===== config.mk =====
export PLATFORM = sky130hd
export DESIGN_NAME = icache_refill_ctrl
export DESIGN_NICKNAME = d
export VERILOG_FILES = /design/src/hw/icache_pkg.sv /design/src/hw/icache_refill_ctrl.sv
export VERILOG_INCLUDE_DIRS = /design/src /design/src/include
export SDC_FILE = /design/constraint.sdc
export NUM_CORES = 1
export LEC_CHECK = 0
export ABC_AREA = 1
export BUFFER_PORTS_ARGS = -buffer_cell sky130_fd_sc_hd__buf_2
export CAP_MARGIN = 20
export CORE_AREA = 2 2 169 171
export DETAILED_ROUTE_END_ITERATION = 8
export DIE_AREA = 0 0 171 173
export GPL_ROUTABILITY_DRIVEN = 0
export SYNTH_ARGS = -nofsm -noshare
export SYNTH_HDL_FRONTEND = slang
export SYNTH_SLANG_ARGS = --single-unit

===== constraint.sdc =====
create_clock -name clk -period 2.9 [get_ports clk]
set_clock_uncertainty 0.1 [all_clocks]
set_input_delay 0 -clock clk [delete_from_list [all_inputs] [get_ports clk]]
set_output_delay 0 -clock clk [all_outputs]
set_load 0.02 [all_outputs]

===== src/include/icache_cfg.svh =====
/*
 * instruction cache configuration
 * widths and geometry of the two-way fetch cache
 */
`ifndef ICACHE_CFG_SVH
`define ICACHE_CFG_SVH

// byte address and instruction width
`define ICACHE_ADDR_W       32
`define ICACHE_INST_W       32

// one line holds two instructions, same width as the AXI data bus
`define ICACHE_LINE_W       64

// 256 sets of 8-byte lines
`define ICACHE_SET_BITS     8
`define ICACHE_OFFSET_BITS  3
`define ICACHE_TAG_W        (`ICACHE_ADDR_W - `ICACHE_SET_BITS - `ICACHE_OFFSET_BITS)

// for reference only, the RTL is built for exactly two ways
`define ICACHE_WAYS         2

`endif


===== src/hw/icache_pkg.sv =====
/*
 * instruction cache types
 * PC split, fetch request/response, AXI4-Lite read channels, FSM states
 */
`default_nettype none
`include "icache_cfg.svh"

package icache_pkg;

    typedef logic [`ICACHE_TAG_W-1:0]    tag_t;
    typedef logic [`ICACHE_SET_BITS-1:0] set_index_t;

    typedef struct packed {
        tag_t                          tag;
        set_index_t                    index;
        logic                          word_sel;
        logic [`ICACHE_OFFSET_BITS-2:0] byte_off;
    } fetch_addr_t;

    typedef struct packed {
        logic                      valid;
        logic [`ICACHE_ADDR_W-1:0] pc;
    } fetch_req_t;

    typedef struct packed {
        logic                      valid;
        logic [`ICACHE_INST_W-1:0] inst;
        logic                      error;
    } fetch_resp_t;

    typedef enum logic [1:0] {
        OKAY   = 2'b00,
        EXOKAY = 2'b01,
        SLVERR = 2'b10,
        DECERR = 2'b11
    } axi_resp_e;

    typedef struct packed {
        logic                      arvalid;
        logic [`ICACHE_ADDR_W-1:0] araddr;
        logic [2:0]                arprot;
    } axi_ar_t;

    typedef struct packed {
        logic                      rvalid;
        logic [`ICACHE_LINE_W-1:0] rdata;
        axi_resp_e                 rresp;
    } axi_r_t;

    typedef enum logic [2:0] {
        IDLE,
        LOOKUP,
        ADDR,
        DATA,
        RESP
    } refill_state_e;

endpackage

`default_nettype wire


===== src/hw/icache_refill_ctrl.sv =====
/*
 * icache refill controller
 * fetch FSM, AXI4-Lite read master for line refills,
 * response register and flush handling
 */
`timescale 1ns/10ps
`default_nettype none
`include "icache_cfg.svh"

module icache_refill_ctrl import icache_pkg::*; (
    input  wire logic                      clk,
    input  wire logic                      rst,
    input  wire logic                      flush,
    input  wire fetch_req_t                req,
    input  wire logic                      resp_ready,
    input  wire logic                      hit,
    input  wire logic                      hit_way,
    input  wire logic [`ICACHE_LINE_W-1:0] rd_line0,
    input  wire logic [`ICACHE_LINE_W-1:0] rd_line1,
    input  wire logic                      arready,
    input  wire axi_r_t                    r,
    output logic                           req_ready,
    output fetch_resp_t                    resp,
    output fetch_addr_t                    lookup_addr,
    output logic                           fill,
    output fetch_addr_t                    fill_addr,
    output logic [`ICACHE_LINE_W-1:0]      fill_line,
    output axi_ar_t                        ar,
    output logic                           rready
);

    refill_state_e             state_q;
    refill_state_e             state_d;
    fetch_addr_t               req_addr_q;
    logic                      discard_q;
    logic [`ICACHE_INST_W-1:0] inst_q;
    logic                      err_q;
    logic                      r_done;
    logic                      r_ok;

    function automatic logic [`ICACHE_INST_W-1:0] pick_word(
        input logic [`ICACHE_LINE_W-1:0] line,
        input logic                      hi
    );
        return hi ? line[`ICACHE_LINE_W-1:`ICACHE_INST_W] : line[`ICACHE_INST_W-1:0];
    endfunction

    // rready is only high in DATA
    assign r_done = (state_q == DATA) && r.rvalid;
    assign r_ok   = (r.rresp == OKAY);

    // ==============================
    // state machine
    // ==============================
    always_comb begin
        state_d = state_q;
        case (state_q)
            IDLE:    if (req.valid) state_d = LOOKUP;
            LOOKUP:  state_d = flush ? IDLE : (hit ? RESP : ADDR);
            ADDR:    if (arready) state_d = DATA;
            DATA:    if (r.rvalid) state_d = (discard_q || flush) ? IDLE : RESP;
            RESP:    if (flush || resp_ready) state_d = IDLE;
            default: state_d = IDLE;
        endcase
    end

    always_ff @(posedge clk) begin
        if (rst) begin
            state_q <= IDLE;
        end else begin
            state_q <= state_d;
        end
    end

    // bus transfer in flight, flush only drops the response
    always_ff @(posedge clk) begin
        if (rst || state_q == IDLE) begin
            discard_q <= 1'b0;
        end else if (flush && (state_q == ADDR || state_q == DATA)) begin
            discard_q <= 1'b1;
        end
    end

    // ==============================
    // request and response data
    // ==============================
    always_ff @(posedge clk) begin
        if (req.valid && req_ready) begin
            req_addr_q <= fetch_addr_t'(req.pc);
        end
    end

    always_ff @(posedge clk) begin
        if (state_q == LOOKUP && hit) begin
            inst_q <= pick_word(hit_way ? rd_line1 : rd_line0, req_addr_q.word_sel);
            err_q  <= 1'b0;
        end else if (r_done) begin
            inst_q <= pick_word(r.rdata, req_addr_q.word_sel);
            err_q  <= !r_ok;
        end
    end

    assign req_ready  = (state_q == IDLE);
    assign resp.valid = (state_q == RESP);
    assign resp.inst  = inst_q;
    assign resp.error = err_q;

    // follows the PC while idle so the data read starts at acceptance
    assign lookup_addr = (state_q == IDLE) ? fetch_addr_t'(req.pc) : req_addr_q;

    // no fill on an error response
    assign fill      = r_done && r_ok;
    assign fill_addr = req_addr_q;
    assign fill_line = r.rdata;

    // ==============================
    // AXI read master
    // ==============================
    assign ar.arvalid = (state_q == ADDR);
    assign ar.araddr  = {req_addr_q.tag, req_addr_q.index, {`ICACHE_OFFSET_BITS{1'b0}}};
    assign ar.arprot  = 3'b000;
    assign rready     = (state_q == DATA);

endmodule

`default_nettype wire


==> results.sh <==
export IMPL_ys_seq_area_frac=0.406
export IMPL_yosysWarnings=0
export IMPL_final_area_sq_mm=0.00814
export IMPL_netlist_area_sq_mm=0.00498
export IMPL_clk_pin_slew_worst_paths_ps=70
export IMPL_hold_ws_ps=-1.48
export IMPL_hold_violations=1
export IMPL_violations="hold timing"
export IMPL_vias=5877
export IMPL_drt_total_wl_um=21900
export IMPL_worst_slew_pin_slew_ps=658
export IMPL_placed_cell_area_sq_mm=0.00677
export IMPL_synth_cell_types=26
export IMPL_irDropWorstVdd_mv=0.351
export IMPL_drt_initial_drc_count=214
export IMPL_overflow=0
export IMPL_cts_made_buffers=9
export IMPL_cts_tree="built"
export IMPL_ios=436
export IMPL_maxCapViolCount=0
export IMPL_synth_top_cell_area_share=0.386
export IMPL_cts_buffer_depth=2
export IMPL_dr_wl_met3_um=1630
export IMPL_final_setup_viol_count=0
export IMPL_antenna_found_initial=2
export IMPL_io_buffers=429
export IMPL_num_fill_cells=2994
export IMPL_final_setup_tns_ps=0
export IMPL_layoutNonFillerInstCount=1428
export IMPL_layout_setup_ws_ps=164
export IMPL_layout_commonest_cell="buf_2"
export IMPL_synth_edf_count=64
export IMPL_synth_largest_area_cell="edfxtp_1"
export IMPL_nets=1278
export IMPL_final_cell_mix="429 x buf_2, 138 x nand2_1, 107 x dlygate4sd3_1"
export IMPL_start_util=0.180
export IMPL_final_max_slew_viol_count=0
export IMPL_worstSetupEndpointType="register"
export IMPL_syn_inst=617
export IMPL_htreeDepth=3
export IMPL_multiInputGateArea_sq_mm=0.00196
export IMPL_min_period_over_period=0.943
export IMPL_required_ps=2900
export IMPL_grt_pass1_vias=5783
export IMPL_grt_first_pass_wirelength_um=30800
export IMPL_max_freq_mhz=366
export IMPL_dr_wl_met2_um=12000
export IMPL_postRouteAntennaNets=0
export IMPL_start_kind="register"
export IMPL_seq_area_sq_mm=0.00202
export IMPL_routedWlPerCell_um=15.3
export IMPL_first_pass_iters=4
export IMPL_rsz0062_at_grt="false"
export IMPL_power_total_mw=6.30
export IMPL_syn2layout_area_growth_pct=63.5
export IMPL_cts_resized=0
export IMPL_critPathArrivalTime_ps=2730
export IMPL_dp_hpwl_um=16600
export IMPL_fin_util=0.295
export IMPL_std_cell_rows=61
export IMPL_vias_per_cell=4.12
export IMPL_drc=0
export IMPL_cts_root_buffer="clkbuf_16"
export IMPL_synth_async_sr_flop_share=0
export IMPL_fp_coreArea_sq_mm=0.0276
export IMPL_fin_crit_ps=2740
export IMPL_status="complete, but fails checks"
export IMPL_cp_max_fo=46
export IMPL_ys_flop_type="edfxtp_1"
export IMPL_drive_gt1_frac=0.447
export IMPL_cts_sinks=69
export IMPL_clk_latency_ps=340
export IMPL_dp_slack_ps=882
export IMPL_dp_cells=1303
export IMPL_die_area_sq_mm=0.0296
export IMPL_die_w_um=171
export IMPL_grt_usage=0.137
export IMPL_grt_max_degree=65
export IMPL_critPathKind="reg2reg"
export IMPL_die_h_um=173
export IMPL_leakage_nw=3.94
export IMPL_top_layer_used="met5"
export IMPL_max_slew_margin=0.561
export IMPL_hp_class="in2reg"
export IMPL_synth_area_leaders="edfxtp_1 39%, buf_4 16%, nand2_1 10%, mux2i_1 6.4%, o21ai_0 5.8%"
export IMPL_wl_met1_um=7940
export IMPL_synth_area_per_cell_sq_um=8.07
export IMPL_p_per_area_mw_per_mm2=774
export IMPL_ys_ff_latch=69
## path summary, 6_finish.rpt
path	slack [ps]	start	cells past startpoint	end
worst max register to register	160	fill_addr[2]	5	inst_q[11]
worst max-delay path	160	fill_addr[2]	5	inst_q[11]
worst min-delay path	-1	r[64]	3	inst_q[30]
worst min register to register	380	discard_q	2	discard_q
## cells by family (layout without fill, tap and decap cells)
logic type | count (synthesis) | after routing | share of synthesized area
AOI/OAI and AO/OA | 134 | 134 | 0.143
buffers and inverters | 152 | 578 | 0.206
DFF | 69 | 69 | 0.406
muxes | 32 | 32 | 0.0643
other | 1 | 8 | 0.000753
and+or+nand+nor | 229 | 229 | 0.180
## critical path, stage by stage (launching register included)
cell	delay, ps
edfxtp_1	360
buf_4	550
mux2i_1	280
dlygate4sd3_1	560
o21ai_0	60
dlygate4sd3_1	570
## repair_timing
item | 4_1_cts | 5_1_grt
setup buffers | 0 | 0
endpoints found under the setup margin | 0 | 0
hold buffers | 107 | 0
endpoints found under the hold margin | 69 | 0
## synthesized netlist by cell type (2+ instances only)
library cell	number
nand2_1	139
buf_4	105
nor2_1	76
edfxtp_1	64
o21ai_0	58
o21ai_1	41
mux2i_1	32
o22ai_1	32
buf_2	15
inv_1	11
clkbuf_1	9
nand3_1	6
dfxtp_1	5
buf_6	4
inv_2	3
nor2_2	3
a21oi_1	2
buf_1	2
nand2_2	2
nor3_1	2
## metal layers
metal | GRT usage | up-vias
met5 | 0 | -
met4 | 0.0417 | 2
met3 | 0.0293 | 25
met2 | 0.279 | 345
met1 | 0.134 | 2670
li1 | - | 2835
## power by group
group / leakage [nW] / internal (mW) / total, mW / switching [mW]
Clock: 0.138 / 0.670 / 1.16 / 0.493
Combinational: 3.17 / 1.22 / 3.53 / 2.31
Sequential: 0.636 / 1.44 / 1.61 / 0.162
## flip-flops by register name, summed over array words and instances, names as in the netlist
register and count:
state_q 3, ar 29, inst_q 32, err_q 1, discard_q 1, fill_addr 3
## area by class of cell
class / instances / share of cell area
clock inverters: 7 / 0.00922
clock buffers: 9 / 0.0277
well taps: 378 / 0.0581
flip-flops and latches: 69 / 0.248
inverters: 15 / 0.00707
diodes: 2 / 0.000615
multi-input cells: 401 / 0.241
repair buffers: 547 / 0.408
(Power assumes the default switching activity.)
